<file path="src/source/fp_slice_pkg.sv">
// ------------------
// Shared widths, encodings and format helpers of the SIMD slice
// Fixed to a 32-bit FLEN with FP32, FP16 and FP8 (E5M2) lanes
// ------------------
package fp_slice_pkg;

  localparam int unsigned FLEN        = 32;
  localparam int unsigned NUM_LANES   = 4;
  localparam int unsigned NUM_FORMATS = 3;

  typedef enum logic [1:0] {
    FP32 = 2'd0,
    FP16 = 2'd1,
    FP8  = 2'd2   // E5M2
  } fp_format_e;

  typedef enum logic [1:0] {
    SGNJ   = 2'd0,
    SGNJN  = 2'd1,
    SGNJX  = 2'd2,
    MINMAX = 2'd3
  } operation_e;

  typedef logic [4:0] status_t;    // NV, DZ, OF, UF, NX
  typedef logic [3:0] tag_t;
  typedef logic [2:0] aux_t;       // {vector flag, format}
  typedef logic [2:0] fmt_mask_t;  // Bit index is the format encoding

  // --------------------
  // Format properties
  // --------------------
  function automatic int unsigned fp_width(fp_format_e fmt);
    case (fmt)
      FP32:    return 32;
      FP16:    return 16;
      default: return 8;
    endcase
  endfunction

  function automatic int unsigned exp_bits(fp_format_e fmt);
    return (fmt == FP32) ? 8 : 5;
  endfunction

  function automatic int unsigned man_bits(fp_format_e fmt);
    case (fmt)
      FP32:    return 23;
      FP16:    return 10;
      default: return 2;
    endcase
  endfunction

  // Lane 0 serves every format, upper lanes only the narrow ones
  function automatic fmt_mask_t lane_formats(int unsigned lane);
    if (lane == 0) return 3'b111;
    if (lane == 1) return 3'b110;
    if (lane < NUM_LANES) return 3'b100;
    return 3'b000;
  endfunction

  function automatic int unsigned lane_width(fmt_mask_t formats);
    int unsigned width;
    width = 0;
    for (int unsigned f = 0; f < NUM_FORMATS; f++) begin
      if (formats[f] && (fp_width(fp_format_e'(f)) > width)) width = fp_width(fp_format_e'(f));
    end
    return width;
  endfunction

endpackage

</file>
<file path="src/source/fp_lane_pipeline.sv">
// ------------------
// Valid/ready pipeline carrying one lane result and its side data
// NumPipeRegs of 0 gives a combinational path; only valid bits reset
// ------------------
`timescale 1ns/1ps

module fp_lane_pipeline #(
  parameter int unsigned NumPipeRegs = 2,
  parameter int unsigned DataWidth   = 32
) (
  input  logic                  clk_i,
  input  logic                  reset_i,
  input  logic                  in_valid_i,
  output logic                  in_ready_o,
  input  logic [DataWidth-1:0]  result_i,
  input  fp_slice_pkg::status_t status_i,
  input  logic                  mask_i,
  input  fp_slice_pkg::tag_t    tag_i,
  input  fp_slice_pkg::aux_t    aux_i,
  output logic [DataWidth-1:0]  result_o,
  output fp_slice_pkg::status_t status_o,
  output logic                  mask_o,
  output fp_slice_pkg::tag_t    tag_o,
  output fp_slice_pkg::aux_t    aux_o,
  output logic                  out_valid_o,
  input  logic                  out_ready_i,
  output logic                  busy_o
);

  // Index i holds the item after i register stages
  logic [0:NumPipeRegs][DataWidth-1:0]   result_q;
  fp_slice_pkg::status_t [0:NumPipeRegs] status_q;
  logic [0:NumPipeRegs]                  mask_q;
  fp_slice_pkg::tag_t [0:NumPipeRegs]    tag_q;
  fp_slice_pkg::aux_t [0:NumPipeRegs]    aux_q;
  logic [0:NumPipeRegs]                  valid_q;
  logic [0:NumPipeRegs]                  ready;

  assign result_q[0] = result_i;
  assign status_q[0] = status_i;
  assign mask_q[0]   = mask_i;
  assign tag_q[0]    = tag_i;
  assign aux_q[0]    = aux_i;
  assign valid_q[0]  = in_valid_i;

  for (genvar i = 0; i < NumPipeRegs; i++) begin : gen_stage
    logic reg_en;

    assign ready[i] = ready[i+1] | ~valid_q[i+1];  // Next stage takes it or is a bubble
    assign reg_en   = ready[i] & valid_q[i];

    always_ff @(posedge clk_i) begin
      if (reset_i) begin
        valid_q[i+1] <= 1'b0;
      end else if (ready[i]) begin
        valid_q[i+1] <= valid_q[i];
      end
    end

    always_ff @(posedge clk_i) begin
      if (reg_en) begin
        result_q[i+1] <= result_q[i];
        status_q[i+1] <= status_q[i];
        mask_q[i+1]   <= mask_q[i];
        tag_q[i+1]    <= tag_q[i];
        aux_q[i+1]    <= aux_q[i];
      end
    end
  end

  assign ready[NumPipeRegs] = out_ready_i;  // Driven from downstream
  assign in_ready_o         = ready[0];

  assign result_o    = result_q[NumPipeRegs];
  assign status_o    = status_q[NumPipeRegs];
  assign mask_o      = mask_q[NumPipeRegs];
  assign tag_o       = tag_q[NumPipeRegs];
  assign aux_o       = aux_q[NumPipeRegs];
  assign out_valid_o = valid_q[NumPipeRegs];

  if (NumPipeRegs > 0) begin : gen_busy
    assign busy_o = |valid_q[1:NumPipeRegs];
  end else begin : gen_no_busy
    assign busy_o = 1'b0;  // Nothing is ever held
  end

  // A stalled output keeps its item until it is taken
  a_hold_on_stall: assert property (@(posedge clk_i) disable iff (reset_i)
    out_valid_o && !out_ready_i |=> out_valid_o && $stable(result_o) && $stable(status_o)
      && $stable(mask_o) && $stable(tag_o) && $stable(aux_o))
    else $error("Lane pipeline output changed while stalled");

endmodule

</file>
<file path="src/source/fp_noncomp_lane.sv">
// ------------------
// One SIMD lane for sign injection and min/max on its supported formats
// Result is zero-extended within the lane; only NV can be raised
// ------------------
`timescale 1ns/1ps

module fp_noncomp_lane #(
  parameter fp_slice_pkg::fmt_mask_t LaneFormats = 3'b111,
  parameter int unsigned NumPipeRegs = 2,
  localparam int unsigned LaneWidth = fp_slice_pkg::lane_width(LaneFormats)
) (
  input  logic                     clk_i,
  input  logic                     reset_i,
  input  logic [LaneWidth-1:0]     operand_a_i,
  input  logic [LaneWidth-1:0]     operand_b_i,
  input  fp_slice_pkg::operation_e op_i,
  input  logic                     op_mod_i,    // Selects max for MINMAX
  input  fp_slice_pkg::fp_format_e fmt_i,
  input  logic                     mask_i,
  input  fp_slice_pkg::tag_t       tag_i,
  input  fp_slice_pkg::aux_t       aux_i,
  input  logic                     in_valid_i,
  output logic                     in_ready_o,
  output logic [LaneWidth-1:0]     result_o,
  output fp_slice_pkg::status_t    status_o,
  output logic                     mask_o,
  output fp_slice_pkg::tag_t       tag_o,
  output fp_slice_pkg::aux_t       aux_o,
  output logic                     out_valid_o,
  input  logic                     out_ready_i,
  output logic                     busy_o
);

  logic [fp_slice_pkg::NUM_FORMATS-1:0][LaneWidth-1:0] fmt_result;
  fp_slice_pkg::status_t [fp_slice_pkg::NUM_FORMATS-1:0] fmt_status;
  logic [LaneWidth-1:0]  op_result;
  fp_slice_pkg::status_t op_status;

  // --------------------
  // Per-format datapath
  // --------------------
  for (genvar f = 0; f < fp_slice_pkg::NUM_FORMATS; f++) begin : gen_fmt
    localparam fp_slice_pkg::fp_format_e Fmt = fp_slice_pkg::fp_format_e'(f);
    localparam int unsigned FpW  = fp_slice_pkg::fp_width(Fmt);
    localparam int unsigned ExpW = fp_slice_pkg::exp_bits(Fmt);
    localparam int unsigned ManW = fp_slice_pkg::man_bits(Fmt);

    if (LaneFormats[f]) begin : gen_active
      logic           sign_a, sign_b, sign_inj;
      logic [FpW-2:0] mag_a, mag_b;
      logic           nan_a, nan_b, snan_a, snan_b;
      logic           a_lt_b;
      logic [FpW-1:0] qnan, minmax_res, res;

      assign {sign_a, mag_a} = operand_a_i[FpW-1:0];
      assign {sign_b, mag_b} = operand_b_i[FpW-1:0];

      // All-ones exponent with nonzero mantissa, quiet bit is the mantissa MSB
      assign nan_a  = (&mag_a[ManW +: ExpW]) & (|mag_a[ManW-1:0]);
      assign nan_b  = (&mag_b[ManW +: ExpW]) & (|mag_b[ManW-1:0]);
      assign snan_a = nan_a & ~mag_a[ManW-1];
      assign snan_b = nan_b & ~mag_b[ManW-1];
      assign qnan   = {1'b0, {ExpW{1'b1}}, 1'b1, {(ManW-1){1'b0}}};

      always_comb begin : sign_select
        unique case (op_i)
          fp_slice_pkg::SGNJN: sign_inj = ~sign_b;
          fp_slice_pkg::SGNJX: sign_inj = sign_a ^ sign_b;
          default:             sign_inj = sign_b;
        endcase
      end

      // Sign-magnitude order, -0 sorts below +0
      assign a_lt_b = (sign_a != sign_b) ? sign_a :
                      sign_a ? (mag_a > mag_b) : (mag_a < mag_b);

      always_comb begin : minmax
        if (nan_a && nan_b) begin
          minmax_res = qnan;
        end else if (nan_a) begin
          minmax_res = operand_b_i[FpW-1:0];
        end else if (nan_b) begin
          minmax_res = operand_a_i[FpW-1:0];
        end else if (a_lt_b ^ op_mod_i) begin
          minmax_res = operand_a_i[FpW-1:0];
        end else begin
          minmax_res = operand_b_i[FpW-1:0];
        end
      end

      assign res = (op_i == fp_slice_pkg::MINMAX) ? minmax_res : {sign_inj, mag_a};
      assign fmt_result[f] = LaneWidth'(res);
      assign fmt_status[f] = {(op_i == fp_slice_pkg::MINMAX) & (snan_a | snan_b), 4'b0000};
    end else begin : gen_inactive
      assign fmt_result[f] = '0;
      assign fmt_status[f] = '0;
    end
  end

  assign op_result = fmt_result[fmt_i];
  assign op_status = fmt_status[fmt_i];

  fp_lane_pipeline #(
    .NumPipeRegs ( NumPipeRegs ),
    .DataWidth   ( LaneWidth   )
  ) i_fp_lane_pipeline (
    .clk_i       ( clk_i       ),
    .reset_i     ( reset_i     ),
    .in_valid_i  ( in_valid_i  ),
    .in_ready_o  ( in_ready_o  ),
    .result_i    ( op_result   ),
    .status_i    ( op_status   ),
    .mask_i      ( mask_i      ),
    .tag_i       ( tag_i       ),
    .aux_i       ( aux_i       ),
    .result_o    ( result_o    ),
    .status_o    ( status_o    ),
    .mask_o      ( mask_o      ),
    .tag_o       ( tag_o       ),
    .aux_o       ( aux_o       ),
    .out_valid_o ( out_valid_o ),
    .out_ready_i ( out_ready_i ),
    .busy_o      ( busy_o      )
  );

  // The top must only hand this lane formats it was built for
  a_fmt_supported: assert property (@(posedge clk_i) disable iff (reset_i)
    in_valid_i |-> LaneFormats[fmt_i])
    else $error("Lane received an unsupported format");

endmodule

</file>
<file path="src/source/fp_result_packer.sv">
// ------------------
// Packs lane results per format and NaN-boxes unused slots with ones
// Status only collects lanes that are both valid and unmasked
// ------------------
`timescale 1ns/1ps

module fp_result_packer (
  input  logic [fp_slice_pkg::NUM_LANES-1:0][fp_slice_pkg::FLEN-1:0] lane_results_i,
  input  logic [fp_slice_pkg::NUM_LANES-1:0]                         lane_valid_i,
  input  fp_slice_pkg::status_t [fp_slice_pkg::NUM_LANES-1:0]        lane_status_i,
  input  logic [fp_slice_pkg::NUM_LANES-1:0]                         lane_mask_i,
  input  fp_slice_pkg::fp_format_e                                   fmt_i,
  output logic [fp_slice_pkg::FLEN-1:0]                              result_o,
  output fp_slice_pkg::status_t                                      status_o
);

  logic [fp_slice_pkg::NUM_FORMATS-1:0][fp_slice_pkg::FLEN-1:0] fmt_result;

  // --------------------
  // Slot assembly
  // --------------------
  for (genvar f = 0; f < fp_slice_pkg::NUM_FORMATS; f++) begin : gen_fmt
    localparam int unsigned FpW = fp_slice_pkg::fp_width(fp_slice_pkg::fp_format_e'(f));

    for (genvar l = 0; l < fp_slice_pkg::NUM_LANES; l++) begin : gen_slot
      localparam fp_slice_pkg::fmt_mask_t LaneFmts = fp_slice_pkg::lane_formats(l);

      if ((l + 1) * FpW <= fp_slice_pkg::FLEN) begin : gen_fits
        assign fmt_result[f][l*FpW +: FpW] = (lane_valid_i[l] && LaneFmts[f]) ?
                                             lane_results_i[l][FpW-1:0] : '1;
      end
    end
  end

  always_comb begin : select_result
    if (fmt_i inside {fp_slice_pkg::FP32, fp_slice_pkg::FP16, fp_slice_pkg::FP8}) begin
      result_o = fmt_result[fmt_i];
    end else begin
      result_o = '1;  // Boxed pattern for an illegal format
    end
  end

  // --------------------
  // Status collapse
  // --------------------
  always_comb begin : collapse_status
    status_o = '0;
    for (int unsigned l = 0; l < fp_slice_pkg::NUM_LANES; l++) begin
      status_o |= lane_status_i[l] & {5{lane_valid_i[l] & lane_mask_i[l]}};
    end
  end

  // Format travels through lane 0's aux, checked when that lane presents an item
  a_fmt_legal: assert final (!lane_valid_i[0] ||
    (fmt_i inside {fp_slice_pkg::FP32, fp_slice_pkg::FP16, fp_slice_pkg::FP8}))
    else $error("Packed result with illegal format encoding");

endmodule

</file>
<file path="src/source/fp_multifmt_slice.sv">
// ------------------
// Multi-format SIMD slice for sign injection and min/max
// Operands are used as given, no NaN-box check on inputs
// Upper lanes only run vector ops in FP16 or FP8
// ------------------
`timescale 1ns/1ps

module fp_multifmt_slice #(
  parameter int unsigned NumPipeRegs = 2
) (
  input  logic                                  clk_i,
  input  logic                                  reset_i,
  input  logic [1:0][fp_slice_pkg::FLEN-1:0]    operands_i,
  input  fp_slice_pkg::operation_e              op_i,
  input  logic                                  op_mod_i,
  input  fp_slice_pkg::fp_format_e              fmt_i,
  input  logic                                  vectorial_op_i,
  input  fp_slice_pkg::tag_t                    tag_i,
  input  logic [fp_slice_pkg::NUM_LANES-1:0]    simd_mask_i,
  input  logic                                  in_valid_i,
  output logic                                  in_ready_o,
  output logic [fp_slice_pkg::FLEN-1:0]         result_o,
  output fp_slice_pkg::status_t                 status_o,
  output fp_slice_pkg::tag_t                    tag_o,
  output logic                                  out_valid_o,
  input  logic                                  out_ready_i,
  output logic                                  busy_o
);

  localparam int unsigned NumLanes = fp_slice_pkg::NUM_LANES;

  logic [NumLanes-1:0] lane_valid, lane_ready;
  logic [NumLanes-1:0] lane_in_ready, lane_out_valid, lane_mask, lane_busy;
  logic [NumLanes-1:0][fp_slice_pkg::FLEN-1:0] lane_result;
  fp_slice_pkg::status_t [NumLanes-1:0] lane_status;
  fp_slice_pkg::tag_t [NumLanes-1:0]    lane_tag;
  fp_slice_pkg::aux_t [NumLanes-1:0]    lane_aux;
  fp_slice_pkg::aux_t       aux_data;
  logic                     result_is_vector;
  fp_slice_pkg::fp_format_e result_fmt;

  assign aux_data         = {vectorial_op_i, fmt_i};
  assign result_is_vector = lane_aux[0][2];
  assign result_fmt       = fp_slice_pkg::fp_format_e'(lane_aux[0][1:0]);

  // --------------------
  // Lanes
  // --------------------
  for (genvar lane = 0; lane < NumLanes; lane++) begin : gen_lanes
    localparam fp_slice_pkg::fmt_mask_t LaneFmts = fp_slice_pkg::lane_formats(lane);
    localparam int unsigned LaneW = fp_slice_pkg::lane_width(LaneFmts);

    logic [fp_slice_pkg::FLEN-1:0] shift_a, shift_b;
    logic [LaneW-1:0]              lane_res;
    logic                          out_valid;

    // Slot of this lane within the operand word
    assign shift_a = operands_i[0] >> (lane * fp_slice_pkg::fp_width(fmt_i));
    assign shift_b = operands_i[1] >> (lane * fp_slice_pkg::fp_width(fmt_i));

    // Upper lanes only take an item when lane 0 takes it too
    assign lane_valid[lane] = in_valid_i & LaneFmts[fmt_i] &
                              ((lane == 0) | (vectorial_op_i & lane_in_ready[0]));
    assign lane_ready[lane] = out_ready_i & ((lane == 0) | result_is_vector);

    fp_noncomp_lane #(
      .LaneFormats ( LaneFmts    ),
      .NumPipeRegs ( NumPipeRegs )
    ) i_fp_noncomp_lane (
      .clk_i       ( clk_i               ),
      .reset_i     ( reset_i             ),
      .operand_a_i ( shift_a[LaneW-1:0]  ),
      .operand_b_i ( shift_b[LaneW-1:0]  ),
      .op_i        ( op_i                ),
      .op_mod_i    ( op_mod_i            ),
      .fmt_i       ( fmt_i               ),
      .mask_i      ( simd_mask_i[lane]   ),
      .tag_i       ( tag_i               ),
      .aux_i       ( aux_data            ),
      .in_valid_i  ( lane_valid[lane]    ),
      .in_ready_o  ( lane_in_ready[lane] ),
      .result_o    ( lane_res            ),
      .status_o    ( lane_status[lane]   ),
      .mask_o      ( lane_mask[lane]     ),
      .tag_o       ( lane_tag[lane]      ),
      .aux_o       ( lane_aux[lane]      ),
      .out_valid_o ( out_valid           ),
      .out_ready_i ( lane_ready[lane]    ),
      .busy_o      ( lane_busy[lane]     )
    );

    assign lane_out_valid[lane] = out_valid & ((lane == 0) | result_is_vector);
    assign lane_result[lane]    = fp_slice_pkg::FLEN'(lane_res);
  end

  // --------------------
  // Output side
  // --------------------
  fp_result_packer i_fp_result_packer (
    .lane_results_i ( lane_result    ),
    .lane_valid_i   ( lane_out_valid ),
    .lane_status_i  ( lane_status    ),
    .lane_mask_i    ( lane_mask      ),
    .fmt_i          ( result_fmt     ),
    .result_o       ( result_o       ),
    .status_o       ( status_o       )
  );

  assign in_ready_o  = lane_in_ready[0];   // Lane 0 speaks for the slice
  assign out_valid_o = lane_out_valid[0];
  assign tag_o       = lane_tag[0];
  assign busy_o      = |lane_busy;

  // Every lane taking part must accept whenever lane 0 does
  a_lanes_accept: assert property (@(posedge clk_i) disable iff (reset_i)
    in_valid_i && in_ready_o |-> &(lane_in_ready | ~lane_valid))
    else $error("Upper lane not ready while lane 0 accepts");

endmodule

</file>
<file path="config.mk">
export PLATFORM = sky130hd
export DESIGN_NAME = fp_multifmt_slice
export DESIGN_NICKNAME = d
export VERILOG_FILES = /design/src/source/fp_slice_pkg.sv /design/src/source/fp_lane_pipeline.sv /design/src/source/fp_noncomp_lane.sv /design/src/source/fp_result_packer.sv /design/src/source/fp_multifmt_slice.sv
export SDC_FILE = /design/constraint.sdc
export NUM_CORES = 1
export LEC_CHECK = 0
export CAP_MARGIN = 25
export CORE_AREA = 2 2 147 149
export CTS_CLUSTER_DIAMETER = 120
export DETAILED_ROUTE_END_ITERATION = 6
export DIE_AREA = 0 0 149 151
export DONT_BUFFER_PORTS = 1
export PLACE_DENSITY = 0.75
export SYNTH_ARGS = -nofsm -noshare
export SYNTH_HDL_FRONTEND = slang
export SYNTH_SLANG_ARGS = --single-unit
</file>
<file path="constraint.sdc">
create_clock -name clk_i -period 4.6 [get_ports clk_i]
set_input_delay 0.23 -clock clk_i [delete_from_list [all_inputs] [get_ports clk_i]]
set_output_delay 0.23 -clock clk_i [all_outputs]
set_load 0.01 [all_outputs]
</file>
==> flow_summary.ini <==
[yosys]
avgSynthCellArea_um2 = 9.632
synthMuxAreaShare_pct = 7.561
synth_top_family_by_area = compound AO/OA/AOI/OAI gates
synth_top_cell_area_share_pct = 38.85
synth-seq-area-share_pct = 40.16
ys.flop_type = edfxtp_1
syn-cell-area_mm2 = 0.01221
synth_edf_count = 158
synthSimpleGateAreaFrac_pct = 16.86
synth_xor_area_share_pct = 0.2151
synth_cell_types = 94
synthTopCellsByArea = edfxtp_1 (39%), ha_1 (7.1%), mux2i_1 (5.2%)
ys_async_sr_fraction_pct = 0
synth_warnings = 0
synthCells = 1268
synth_most_common_cell = edfxtp_1
ys_ff_latch = 166
yosys.area.top_type = edfxtp_1
synth_common_cells = edfxtp_1 (158), nand2_1 (127), nor2_1 (87)
yosys.area_share.adder_pct = 7.151
synth-compound-area-share_pct = 22.47

[detailed_routing]
vias = 11150
drt-pass1-iter-count = 7
wl_per_cell_um = 28.48
drt-initial-drc-count = 1628
vias_per_cell = 7.169
ant_nets = 0
wl_mm = 44.29
drc_errors = 2

[placed_design]
dpl.hpwl_mm = 32.88
place.gp.congestion = 1.022
placed_area_mm2 = 0.01255
dp_slack_ns = 0.1900
io_buffers = 0

[timing]
fmax_mhz = 241.4
hold_viol = 0
finalMaxSlewViolations = 0
relSlewSlack_pct = 33.01
period_needed_ns = 4.142
rsz0062_at_grt = no
worst-slew-pin-transition_ns = 1.001
fin_crit_sh_pct = 90.05
finalClockSkew_ns = 0.01172
tns_ns = 0
fin_ws_ns = 0.4579
setup_violations = 0

[setup_path]
path_max_fanout = 35
crit_required_ns = 4.82
cp-start-kind = input port
end_kind = flop
critPathArrivalTime_ns = 4.37
r2r_cells = 5
path_class = input port to flop

[job]
cap_violations = 0

[layout]
syn2layout_area_growth_pct = 8.688
fin_nets = 1416
drive_gt1_share_pct = 11.03
final_area_mm2 = 0.01327
fillers = 1720

[global_route]
grt_usage_pct = 39.48
grt_max_degree = 58
grt_overflow = 0
grt_pass1_wl_mm = 65.09
antenna_found_initial = 3
grt_pass1_vias = 10470

[floorplan]
core_area_mm2 = 0.02082
rows = 53
io_pins = 126
die_x_um = 149
die-area_mm2 = 0.02250
die_h_um = 151
start_util_pct = 58.65

[clock_tree]
htreeDepth = 4
cts_root_buffer = clkbuf_16
cts-buffers-inserted = 17
clock_latency_ns = 0.42
clk_path_buf_depth = 2
cts_tree = built
cts.sinks = 166
clk_pin_slew_ns = 0.07
postCtsSetupRepairBufs = 0

[pwr]
p_per_area_mw_per_mm2 = 313.3
p_leak_uw = 0.004931
peakVddDrop_v = 0.0002392

[worst_hold_path]
worstHoldPathCells = 2
hold_path.class = input port to flop

[run_status]
violations = design-rule violations
status = complete, but fails checks
-- cell usage in the layout, fill, tap and decap left out, drive strengths merged, types with 7 or more instances in the layout --
cell type	count
a21o	13
o22ai	13
a221o	7
o32ai	8
mux4	7
mux2	12
o2bb2ai	12
o21a	10
ha	69
a211o	7
buf	44
and3	15
edfxtp	158
nor3	27
mux2i	63
and2	12
a21oi	71
nor2	87
or2	12
a221oi	14
dfxtp	8
a32oi	7
a211oi	14
o22a	35
a31o	8
dlygate4sd3	12
nand3	48
a21boi	7
clkbuf	17
o211ai	17
a31oi	9
o211a	8
nor4	11
nor2b	10
o21ai	60
nand2	129
inv	86
nand4	23
nand2b	17
-- metrics by stage --
stage	instances	util, %	hold slack [ns]	power, uW
detailed placement	1507	60.26	0.3029	2765
finish	1555	63.75	0.06327	4159
global route	1553	63.72	0.05631	4314
floorplan	1271	-	0.3289	2512
global placement	1507	60.26	0.3006	2752
CTS	1551	63.63	0.05376	4143
-- timing repair --
action,in CTS,in global routing
hold endpoints to repair,19,0
hold buffers,12,0
resized for setup,0,0
-- critical path, cell delays in order --
cell	delay, ns
inv_1	0.05
ha_1	0.19
inv_1	0.08
ha_2	0.20
nor2b_1	0.59
o2bb2ai_1	0.22
nand2_1	0.10
inv_1	0.06
ha_1	0.24
a21o_1	0.19
a21o_1	0.19
a2111oi_0	0.39
a2bb2oi_1	0.18
a311oi_2	0.39
or2_2	0.25
o221ai_2	0.20
or2_1	0.28
a221oi_1	0.29
-- state kept, by name (all words and copies together), names as in the netlist --
register and cells:
gen_lanes.i_fp_noncomp_lane.i_fp_lane_pipeline.mask_q 4, gen_lanes.i_fp_noncomp_lane.i_fp_lane_pipeline.status_q 4, gen_lanes.i_fp_noncomp_lane.i_fp_lane_pipeline.aux_q 3, gen_lanes.i_fp_noncomp_lane.i_fp_lane_pipeline.result_q 64
gen_lanes.i_fp_noncomp_lane.i_fp_lane_pipeline.out_valid_o 4, gen_lanes.i_fp_noncomp_lane.i_fp_lane_pipeline.result_o 64, gen_lanes.i_fp_noncomp_lane.i_fp_lane_pipeline.valid_q 4, gen_lanes.i_fp_noncomp_lane.i_fp_lane_pipeline.aux_o 3
gen_lanes.i_fp_noncomp_lane.i_fp_lane_pipeline.mask_o 4, gen_lanes.i_fp_noncomp_lane.i_fp_lane_pipeline.tag_q 4, gen_lanes.i_fp_noncomp_lane.i_fp_lane_pipeline.tag_o 4, gen_lanes.i_fp_noncomp_lane.i_fp_lane_pipeline.status_o 4
-- routing by layer --
metal / up-vias / part of all wire, % / GRT usage [%] / wire [um]
li1: 4859 / - / - / -
met1: 5263 / 40 / 53.25 / 17710
met2: 846 / 43 / 60.41 / 19250
met3: 178 / 12 / 10.60 / 5294
met4: 2 / 4.6 / 16.57 / 2024
met5: - / 0.023 / 0 / 10
-- power breakdown --
| part | leakage (uW) | internal, uW | switching (uW) |
|---|---|---|---|
| Sequential | 0.00146 | 1730 | 27.0 |
| Combinational | 0.00318 | 396 | 629 |
| Clock | 0.000292 | 729 | 650 |
| Total | 0.00493 | 2850 | 1310 |
-- final cells by class --
class                      instances  area, um2  area share [%]
antenna                            2      5.005         0.03770
clock buffer                      17      425.4           3.205
clock inverter                    15      156.4           1.178
inverter                          76      285.3           2.149
multi-input combinational        948       6673           50.27
sequential                       166       4905           36.95
tap                              275      344.1           2.592
timing repair buffer              56      480.5           3.620
-- cell families after synthesis --
family | Yosys count
fa+ha+maj | 70
compound gates | 373
xor+xnor | 3
flops | 166
other cells | 1
mux | 82
buf+inv | 157
simple gates | 416
-- final timing paths --
| check | start | end | slack, ns |
|---|---|---|---|
| setup / recovery | fmt_i[0] | flop | 0.46 |
| hold / removal | operands_i[61] | flop | 0.06 |
| setup reg to reg | flop | flop | 2.28 |
| hold reg to reg | flop | flop | 0.41 |
Note: power is estimated with default switching activity, not from simulation.
